## src/source/ring_defs.svh

```systemverilog
`ifndef RING_DEFS_SVH
`define RING_DEFS_SVH

// Byte base addresses of the two node windows.
`define RING_JOY_BASE 32'h0000_1000
`define RING_RAW_BASE 32'h0000_1100

// Each window holds 2**RING_WIN_BITS words, picked by address bits 4:2.
`define RING_WIN_BITS 3

`define ADC_CHANNELS 8
`define ADC_FRAME_CYCLES 40
`define ADC_SCAN_CYCLES (`ADC_CHANNELS * `ADC_FRAME_CYCLES)

// Resistor-ladder joystick input.
`define JOY_CHANNEL 3

`endif

```

## src/source/ring_pkg.sv

```systemverilog
`include "ring_defs.svh"

package ring_pkg;

  typedef struct packed {
    logic        req;
    logic        ack;
    logic        write;
    logic [31:0] addr;
    logic [31:0] data;
  } ring_pkt_t;

  typedef struct packed {
    logic        write;
    logic [31:0] addr;
    logic [31:0] data;
  } host_req_t;

  typedef logic [11:0] adc_sample_t;
  typedef adc_sample_t [`ADC_CHANNELS-1:0] adc_bank_t;

  typedef struct packed {
    logic up;
    logic right;
    logic select;
    logic down;
    logic left;
  } joy_flags_t;

endpackage

```

## src/source/adc_serial_ctrl.sv

```systemverilog
`timescale 1ns/1ns
`include "ring_defs.svh"

module adc_serial_ctrl import ring_pkg::*; (
  input  logic      clk,
  input  logic      i_rst_n,
  output logic      o_adc_convst,
  output logic      o_adc_sck,
  output logic      o_adc_sdi,
  input  logic      i_adc_sdo,
  output adc_bank_t o_bank
);

  localparam int FRAME = `ADC_FRAME_CYCLES;
  localparam int CW    = $clog2(FRAME);
  localparam int CHW   = $clog2(`ADC_CHANNELS);

  localparam logic [CW-1:0] LAST      = CW'(FRAME - 1);
  localparam logic [CW-1:0] CONV_LEN  = CW'(2);
  localparam logic [CW-1:0] SCK_FIRST = CW'(14);
  localparam logic [CW-1:0] SCK_LAST  = CW'(14 + 24 - 1);

  logic [CW-1:0]  cnt;
  logic [CW-1:0]  cnt_nxt;
  logic [CW-1:0]  sck_ofs;
  logic [3:0]     bit_idx;
  logic           in_sck;
  logic           convst_nxt;
  logic           sck_nxt;
  logic           sdi_nxt;
  logic [CHW-1:0] cfg_ch;
  logic [CHW-1:0] prev_ch;
  logic           primed;
  logic [5:0]     cfg_word;
  logic [11:0]    sdi_frame;
  adc_sample_t    shift;

  // Single-ended, unipolar, no sleep. The LTC2308 address order is O/S, S1, S0.
  assign cfg_word  = {1'b1, cfg_ch[0], cfg_ch[2], cfg_ch[1], 1'b1, 1'b0};
  assign sdi_frame = {cfg_word, 6'b0};

  // Pin values are decoded from the next count so that they line up with cnt.
  always_comb begin
    cnt_nxt    = (cnt == LAST) ? '0 : cnt + 1'b1;
    in_sck     = (cnt_nxt >= SCK_FIRST) && (cnt_nxt <= SCK_LAST);
    sck_ofs    = cnt_nxt - SCK_FIRST;
    bit_idx    = sck_ofs[4:1];
    convst_nxt = cnt_nxt < CONV_LEN;
    sck_nxt    = in_sck && sck_ofs[0];
    sdi_nxt    = in_sck ? sdi_frame[4'd11 - bit_idx] : 1'b0;
  end

  always_ff @(posedge clk) begin
    if (!i_rst_n) begin
      cnt          <= '0;
      cfg_ch       <= '0;
      prev_ch      <= '0;
      primed       <= 1'b0;
      o_adc_convst <= 1'b0;
      o_adc_sck    <= 1'b0;
      o_adc_sdi    <= 1'b0;
    end else begin
      cnt          <= cnt_nxt;
      o_adc_convst <= convst_nxt;
      o_adc_sck    <= sck_nxt;
      o_adc_sdi    <= sdi_nxt;
      if (cnt == LAST) begin
        cfg_ch  <= cfg_ch + 1'b1;
        prev_ch <= cfg_ch;
        primed  <= 1'b1;
      end
    end
  end

  // SDO changes on the falling SCK edge, so it is taken while SCK is high.
  always_ff @(posedge clk) begin
    if (o_adc_sck) begin
      shift <= {shift[10:0], i_adc_sdo};
    end
  end

  // The converter answers one frame late, so the data belongs to the
  // channel that was configured in the previous frame.
  always_ff @(posedge clk) begin
    if (!i_rst_n) begin
      o_bank <= '0;
    end else if (cnt == LAST && primed) begin
      o_bank[prev_ch] <= shift;
    end
  end

endmodule

```

## src/source/joystick_node.sv

```systemverilog
`timescale 1ns/1ns
`include "ring_defs.svh"

module joystick_node import ring_pkg::*; (
  input  logic      clk,
  input  logic      i_rst_n,
  input  adc_bank_t i_bank,
  input  ring_pkt_t i_ring,
  output ring_pkt_t o_ring
);

  localparam int          WLO  = `RING_WIN_BITS + 2;
  localparam logic [31:0] BASE = `RING_JOY_BASE;

  logic [2:0]               joy_code;
  joy_flags_t               flags;
  logic [`RING_WIN_BITS-1:0] word;
  logic                     hit;
  logic [31:0]              rd_data;
  ring_pkt_t                nxt;

  // The ladder puts each direction in its own band of the top three bits.
  assign joy_code = i_bank[`JOY_CHANNEL][11:9];

  always_ff @(posedge clk) begin
    if (!i_rst_n) begin
      flags <= '0;
    end else begin
      flags.up     <= joy_code == 3'b101;
      flags.right  <= joy_code == 3'b011;
      flags.select <= joy_code == 3'b010;
      flags.down   <= joy_code == 3'b001;
      flags.left   <= joy_code == 3'b000;
    end
  end

  assign word = i_ring.addr[WLO-1:2];
  assign hit  = i_ring.req && (i_ring.addr[31:WLO] == BASE[31:WLO]);

  always_comb begin
    rd_data = '0;
    case (word)
      3'd0:    rd_data[0] = flags.up;
      3'd1:    rd_data[0] = flags.right;
      3'd2:    rd_data[0] = flags.select;
      3'd3:    rd_data[0] = flags.down;
      3'd4:    rd_data[0] = flags.left;
      default: rd_data = '0;
    endcase
  end

  always_comb begin
    nxt = i_ring;
    if (hit) begin
      nxt.req  = 1'b0;
      nxt.ack  = 1'b1;
      nxt.data = i_ring.write ? 32'h0 : rd_data;
    end
  end

  always_ff @(posedge clk) begin
    if (!i_rst_n) begin
      o_ring <= '0;
    end else begin
      o_ring <= nxt;
    end
  end

endmodule

```

## src/source/adc_raw_node.sv

```systemverilog
`timescale 1ns/1ns
`include "ring_defs.svh"

module adc_raw_node import ring_pkg::*; (
  input  logic      clk,
  input  logic      i_rst_n,
  input  adc_bank_t i_bank,
  input  ring_pkt_t i_ring,
  output ring_pkt_t o_ring
);

  localparam int          WLO  = `RING_WIN_BITS + 2;
  localparam logic [31:0] BASE = `RING_RAW_BASE;

  logic [`RING_WIN_BITS-1:0] word;
  logic                     hit;
  logic [31:0]              rd_data;
  ring_pkt_t                nxt;

  assign word    = i_ring.addr[WLO-1:2];
  assign hit     = i_ring.req && (i_ring.addr[31:WLO] == BASE[31:WLO]);
  assign rd_data = 32'(i_bank[word]);

  // Writes are claimed so the master sees an ack, but nothing is stored.
  always_comb begin
    nxt = i_ring;
    if (hit) begin
      nxt.req  = 1'b0;
      nxt.ack  = 1'b1;
      nxt.data = i_ring.write ? 32'h0 : rd_data;
    end
  end

  always_ff @(posedge clk) begin
    if (!i_rst_n) begin
      o_ring <= '0;
    end else begin
      o_ring <= nxt;
    end
  end

endmodule

```

## src/source/ring_master.sv

```systemverilog
`timescale 1ns/1ns

module ring_master import ring_pkg::*; (
  input  logic        clk,
  input  logic        i_rst_n,
  input  logic        i_host_req,
  input  host_req_t   i_host_cmd,
  output logic        o_host_ack,
  output logic        o_host_err,
  output logic [31:0] o_host_rdata,
  output ring_pkt_t   o_ring,
  input  ring_pkt_t   i_ring
);

  typedef enum logic [1:0] {
    ST_IDLE,
    ST_SENT,
    ST_ACKED
  } state_t;

  state_t    state;
  logic      req_q;
  logic      inject;
  logic      ret_valid;
  ring_pkt_t pkt;

  assign inject    = (state == ST_IDLE) && req_q;
  assign ret_valid = (state == ST_SENT) && (i_ring.req || i_ring.ack);

  always_comb begin
    pkt       = '0;
    pkt.req   = 1'b1;
    pkt.write = i_host_cmd.write;
    pkt.addr  = i_host_cmd.addr;
    pkt.data  = i_host_cmd.data;
  end

  always_ff @(posedge clk) begin
    if (!i_rst_n) begin
      state      <= ST_IDLE;
      req_q      <= 1'b0;
      o_host_ack <= 1'b0;
      o_host_err <= 1'b0;
      o_ring     <= '0;
    end else begin
      req_q  <= i_host_req;
      o_ring <= inject ? pkt : '0;
      case (state)
        ST_IDLE: begin
          if (req_q) begin
            state <= ST_SENT;
          end
        end
        ST_SENT: begin
          // A word that still carries req went round without being claimed.
          if (ret_valid) begin
            o_host_ack <= 1'b1;
            o_host_err <= i_ring.req;
            state      <= ST_ACKED;
          end
        end
        default: begin
          if (!req_q) begin
            o_host_ack <= 1'b0;
            o_host_err <= 1'b0;
            state      <= ST_IDLE;
          end
        end
      endcase
    end
  end

  always_ff @(posedge clk) begin
    if (ret_valid) begin
      o_host_rdata <= i_ring.ack ? i_ring.data : 32'h0;
    end
  end

endmodule

```

## src/source/joy_ring_top.sv

```systemverilog
`timescale 1ns/1ns

module joy_ring_top import ring_pkg::*; (
  input  logic        clk,
  input  logic        i_rst_n,
  output logic        o_adc_convst,
  output logic        o_adc_sck,
  output logic        o_adc_sdi,
  input  logic        i_adc_sdo,
  input  logic        i_host_req,
  input  host_req_t   i_host_cmd,
  output logic        o_host_ack,
  output logic        o_host_err,
  output logic [31:0] o_host_rdata
);

  adc_bank_t bank;
  ring_pkt_t ring_m2j;
  ring_pkt_t ring_j2r;
  ring_pkt_t ring_r2m;

  adc_serial_ctrl u_adc (
    .clk          (clk),
    .i_rst_n      (i_rst_n),
    .o_adc_convst (o_adc_convst),
    .o_adc_sck    (o_adc_sck),
    .o_adc_sdi    (o_adc_sdi),
    .i_adc_sdo    (i_adc_sdo),
    .o_bank       (bank)
  );

  ring_master u_master (
    .clk          (clk),
    .i_rst_n      (i_rst_n),
    .i_host_req   (i_host_req),
    .i_host_cmd   (i_host_cmd),
    .o_host_ack   (o_host_ack),
    .o_host_err   (o_host_err),
    .o_host_rdata (o_host_rdata),
    .o_ring       (ring_m2j),
    .i_ring       (ring_r2m)
  );

  // Ring order is master, joystick, raw, and back to the master.
  joystick_node u_joy (
    .clk     (clk),
    .i_rst_n (i_rst_n),
    .i_bank  (bank),
    .i_ring  (ring_m2j),
    .o_ring  (ring_j2r)
  );

  adc_raw_node u_raw (
    .clk     (clk),
    .i_rst_n (i_rst_n),
    .i_bank  (bank),
    .i_ring  (ring_j2r),
    .o_ring  (ring_r2m)
  );

endmodule

```

## config.mk

```make
export PLATFORM = sky130hd
export DESIGN_NAME = joy_ring_top
export DESIGN_NICKNAME = d
export VERILOG_FILES = /design/src/source/ring_pkg.sv /design/src/source/adc_serial_ctrl.sv /design/src/source/joystick_node.sv /design/src/source/adc_raw_node.sv /design/src/source/ring_master.sv /design/src/source/joy_ring_top.sv
export VERILOG_INCLUDE_DIRS = /design/src /design/src/source
export SDC_FILE = /design/constraint.sdc
export NUM_CORES = 1
export LEC_CHECK = 0
export BUFFER_PORTS_ARGS = -buffer_cell sky130_fd_sc_hd__buf_2
export CAP_MARGIN = 20
export CORE_MARGIN = 1
export CORE_UTILIZATION = 59
export CTS_CLUSTER_DIAMETER = 40
export DETAILED_ROUTE_END_ITERATION = 8
export PLACE_DENSITY = 0.75
export REMOVE_ABC_BUFFERS = 1
export SLEW_MARGIN = 5
export SYNTH_ARGS = -nofsm -noshare
export SYNTH_HDL_FRONTEND = slang
export SYNTH_SLANG_ARGS = --single-unit
```

## constraint.sdc

```tcl
create_clock -name clk -period 2.23 [get_ports clk]
set_input_delay 0.223 -clock clk [delete_from_list [all_inputs] [get_ports clk]]
set_output_delay 0.223 -clock clk [all_outputs]
set_load 0.02 [all_outputs]
```

### Word level (Yosys, flattened, before mapping)

Cells that the tools add are included.

* logic and storage cells: 111
* bits in registers: 334
* bits of input ports: 69

* $lt $le $gt $ge: 7
* bitwise operators: 2
* mux-type cells: 25
* reductions and logical operators: 18
* equal/unequal tests: 16
* add/subtract/negate cells: 4

Operators with widths (count)
* 96-bit bitwise mux: 1
* 67-bit two-way mux: 1
* 32-bit two-way mux: 2
* 27-bit by 8-bit == test with 1-bit output (second input constant): 2
* 12-bit binary-select mux with 3-bit select: 1
* 12-bit demux with 3-bit select: 1
* 12-bit two-way mux: 3
* 3-bit by 2-bit == test with 1-bit output (second input constant): 4
* 1-bit logical AND: 8
* 3-bit by 4-bit less-than comparator with 1-bit output (second input constant): 2
* 1-bit two-way mux: 7
* 6-bit by 1-bit adder with 6-bit output (second input constant): 1
* 3-bit by 1-bit == test with 1-bit output (second input constant): 2
* 3-bit == test (second input constant): 2
* 6-bit == test (second input constant): 1
* 6-bit by 4-bit greater-or-equal comparator with 1-bit output (second input constant): 1
* 6-bit <= comparator (second input constant): 1
* 3-bit zero test: 2
* 6-bit by 2-bit less-than comparator with 1-bit output (second input constant): 1
* 2-bit two-way mux: 3
* 6-bit two-way mux: 1
* 3-bit AND reduction: 2
* 4-bit by 5-bit less-than comparator with 1-bit output (second input constant): 1
* 1-bit case mux with 5 select lines: 1
* other kinds (16): 21

### Depth between registers and ports, before layout

* depth in word-level cells: 6
* mapped depth: 10
* mapped depth without buffers: 8

### Hierarchy

A second synthesis with hierarchy kept.

* cell total of the unflattened synthesis: 1096
* area total of the unflattened synthesis: 13221.4 sq um

By module, submodules not included
* adc_serial_ctrl: instances 1, seq. area each 2602.5 sq um, area an instance 5047.3 sq um, cells an instance 454
* ring_master: instances 1, seq. area each 2382.3 sq um, area an instance 3179.3 sq um, cells an instance 229
* adc_raw_node: instances 1, seq. area each 1341.3 sq um, area an instance 2815.2 sq um, cells an instance 239
* joystick_node: instances 1, seq. area each 1441.4 sq um, area an instance 2179.6 sq um, cells an instance 174

### Least setup slack after synthesis

No wires, ideal clock.

* path kind: reg-to-reg
* start: register u_adc.cnt[0]
* end: register u_adc.o_adc_sdi
* path buffers: 1
* setup slack: 0.236 ns
* arrival time: 1.871 ns
* cell stages (with the launch flop): 10
* cell sequence: dfxtp_1 -> inv_1 -> ha_1 -> clkbuf_1 -> maj3_1 -> o22a_1 -> nor2_1 -> o31ai_1 -> a21oi_1 -> nor4bb_1

* word-level cells in the longest chain between the ends: 6

Ends and longest elaborated chain
* from (decl): line adc_serial_ctrl.sv:23 `logic [CW-1:0] cnt;`
* from (signal assigned): line adc_serial_ctrl.sv:63 `cnt <= cnt_nxt;`
* 6-bit by 1-bit adder with 6-bit output / 6-bit == test (equally long branches): line adc_serial_ctrl.sv:44 `cnt_nxt = (cnt == LAST) ? '0 : cnt + 1'b1;`
* 6-bit two-way mux *: line adc_serial_ctrl.sv:44
* via u_adc.cnt_nxt[1]: line adc_serial_ctrl.sv:24 `logic [CW-1:0] cnt_nxt;`
* 5-bit by 4-bit subtractor with 5-bit output: line adc_serial_ctrl.sv:46 `sck_ofs = cnt_nxt - SCK_FIRST;`
* 4-bit subtractor: line adc_serial_ctrl.sv:50 `sdi_nxt = in_sck ? sdi_frame[4'd11 - bit_idx] : 1'b0;`
* 1-bit binary-select mux with 4-bit select: line adc_serial_ctrl.sv:50
* 1-bit two-way mux (not written as such): line adc_serial_ctrl.sv:50
* to (signal assigned): line adc_serial_ctrl.sv:66 `o_adc_sdi <= sdi_nxt;`
* to (decl): line adc_serial_ctrl.sv:9 `output logic o_adc_sdi,`

Mark *: on every way through the listed nets, which the timed path passes. The rest lies on a longest branch. The select of a mux whose other input is x is not followed.
A chain may end at the register's enable or synchronous reset.

### Worst setup path in the final report

* start: register u_adc.cnt[1]
* end: register u_adc.o_adc_sdi

The elaborated chain is that of the path after synthesis.

==> impl_results.md <==
* Critical path launch point type: flip-flop
* Fillers at 1273
* Vias in the first global route at 7904
* Fin crit share at 93.3%
* Antenna diodes at 0
* Total grt overflow at 0
* Max Slew Vio Count at 0
* Via count at 7771
* Yosys warning count at 0
* Max IR drop VDD at 0.000607 V
* Outcome: completed
* Width of the die at 144 um
* Area of the die at 20700 sq um
* Post-Layout Cell Count at 1511
* Leak pwr at 0.00610 uW
* Syn Inst Count at 1055
* Syn Area/Cell at 11.3 sq um
* Largest area contributor in the netlist: dfxtp_1
* Async SR Flop Fraction at 0%
* WP data arrival at 2.47 ns
* Worst-skew pair later-pin latency at 0.53 ns
* Root Buffer: clkbuf_16
* Hold Crit Class: input port to flip-flop
* Total CTS buffers at 38
* Core Region at 19600 sq um
* WL final at 24200 um
* H-tree levels at 2
* Initial antenna violation count at 0
* Routed Antenna Nets at 0
* Routed WL per cell at 16.0 um
* Final setup fails at 0
* Synth top cells by count: dfxtp_1 (285), and2_1 (179), nand2_1 (126)
* Seq cells post-synth at 329
* Synthesized cell area at 11900 sq um
* Critical Path Sink Type: flip-flop
* Row count at 51
* Routability cong. at 0.792
* Seq/Total Area, Yosys at 59.0%
* CTS Sinks at 329
* Input/output buffers at 103
* First-pass GRT wire length at 38600 um
* Vias per inst at 5.14
* CTS tree: done
* CP max FO at 6
* Clock Path Buffers at 3
* Share of cells above drive strength 1 at 18.9%
* Max Clock Freq at 0.480 GHz
* Final HPWL DP at 13100 um
* CP required at 2.62 ns
* Total placed cells including tap cells at 1375
* Synth top area share at 47.9%
* Final Skew at 0.0193 ns
* Worst Max-Slew Pin Slew at 0.825 ns
* Worst rel slew slack at 45.0%
* GRT Total Usage at 24.1%
* Clock slew at the register clock pins of the worst setup and hold paths at 0.06 ns
* First drt pass iteration count at 5
* Largest net degree at the start of global routing at 101
* Most common cell in the netlist: dfxtp_1
* Ranking of synthesized cells by area: dfxtp_1 (48%), edfxtp_1 (11%), and2_1 (9.4%)
* Die Span Y at 144 um
* Syn-to-layout area delta at 22.8%
* Synth Flop Type: dfxtp_1
* RSZ-0062 raised after global routing: false
* Yosys cell types at 50
* Number of top-level pins at 106
* Max cap viols at 0
* Initial core utilization at 60.7%
* DR iter-0 viols at 406
* Nets at 1291
* Final worst path period need at 2.08 ns
* Fin Hold WS at 0.248 ns
* Power Density at 845 nW/um^2
* Drt drc at 0
* WS Path Type: flip-flop to flip-flop
* Final hold vios at 0
* Post-synth EDFFs at 44
## per-stage QoR
stage | setup TNS [ns] | setup WS (ns) | total power (uW) | cell area, sq um | utilization (%)
6_report | 0 | 0.149 | 12400 | 14600 | 74.6
3_5_place_dp | 0 | 0.0792 | 6500 | 12700 | 64.8
2_1_floorplan | -42.95 | -0.562 | 6350 | 11600 | -
3_3_place_gp | 0 | 0.149 | 6500 | 12700 | 64.8
5_1_grt | 0 | 0.00342 | 12800 | 14600 | 74.6
4_1_cts | 0 | 0.0492 | 12400 | 14600 | 74.3
## sequential cells by signal (all words and copies together), names as in the netlist, 5 cells and up
register,cells
u_adc.o_bank,96
u_joy.o_ring,65
u_master.o_ring,64
u_raw.o_ring,34
u_master.o_host_rdata,32
u_adc.shift,12
u_adc.cnt,6
u_joy.flags,5
## logic make-up after synthesis
logic type | share of synthesized area [%]
AND/OR/NAND/NOR | 21.3
flip-flops | 59.0
multiplexers | 10.5
AO/OA/AOI/OAI | 5.08
buffers and inverters | 3.03
XOR/XNOR | 0.515
adder cells (fa/ha/maj) | 0.610
## final timing paths
path	from	endpoint	slack [ns]	cells past startpoint
max	u_adc.cnt[1]	u_adc.o_adc_sdi	0.15	7
min	i_rst_n	u_master.o_host_ack	0.25	3
max reg2reg	u_adc.cnt[1]	u_adc.o_adc_sdi	0.15	7
min reg2reg	u_master.o_ring[26]	u_joy.o_ring[26]	0.42	1
## power breakdown
| part | leakage, uW | switching [uW] | total [uW] | internal, uW |
|---|---|---|---|---|
| combinational | 0.00272 | 169 | 399 | 230 |
| sequential | 0.00278 | 30.8 | 6090 | 6050 |
| clock | 0.000601 | 2410 | 5870 | 3460 |
| total | 0.00610 | 2610 | 12400 | 9740 |
## cell usage in the layout, fill, tap and decap left out, types with 4 or more instances in the layout
cell type	Yosys	routed
a21boi_0	31	31
a21boi_1	20	20
a21oi_1	10	10
and2_1	179	179
and3_1	21	21
buf_12	0	7
buf_2	6	102
buf_4	4	21
clkbuf_1	57	6
clkbuf_16	0	38
clkbuf_8	0	8
clkinv_2	0	5
dfxtp_1	285	284
dlygate4sd3_1	0	65
edfxtp_1	44	44
inv_1	6	6
inv_6	0	5
mux2i_1	67	67
mux4_2	25	25
nand2_1	126	126
nand2b_1	7	7
nand3_1	8	8
nor2_1	16	16
nor2b_1	60	59
nor3_1	5	4
nor4_1	9	9
nor4b_1	6	6
o21ai_0	15	15
xnor2_1	4	4
## routing by layer
layer  track usage, %  vias to the layer above  part of all wire (%)
met5                0                        -                     0
met2             42.8                      202                    51
met1             28.4                     3666                    42
met4             11.0                        0                   3.3
li1                 -                     3843                     -
met3             4.01                       60                   4.0
## critical path, stage by stage, from the launching register on
cell	delay [ns]
dfxtp_1	0.39
ha_2	0.27
xor2_1	0.29
ha_1	0.31
mux2_2	0.28
o221ai_1	0.17
nand3_1	0.10
nor4bb_1	0.15
## what timing repair did
action | 4_1_cts | 5_1_grt
endpoints found under the setup margin | 0 | 64
resized for setup | 0 | 4
hold buffers | 65 | 0
endpoints found under the hold margin | 65 | 0
buffers inserted | 0 | 1
## final cells by class
cell class,instances,area (sq um),area share [%]
inverter,6,22.5,0.154
clock inverter,17,138,0.942
multi-input combinational,646,4530,31.0
clock buffer,52,1080,7.41
tap,265,332,2.27
timing repair buffer,196,1490,10.2
sequential,329,7030,48.1
(Power assumes the default switching activity.)
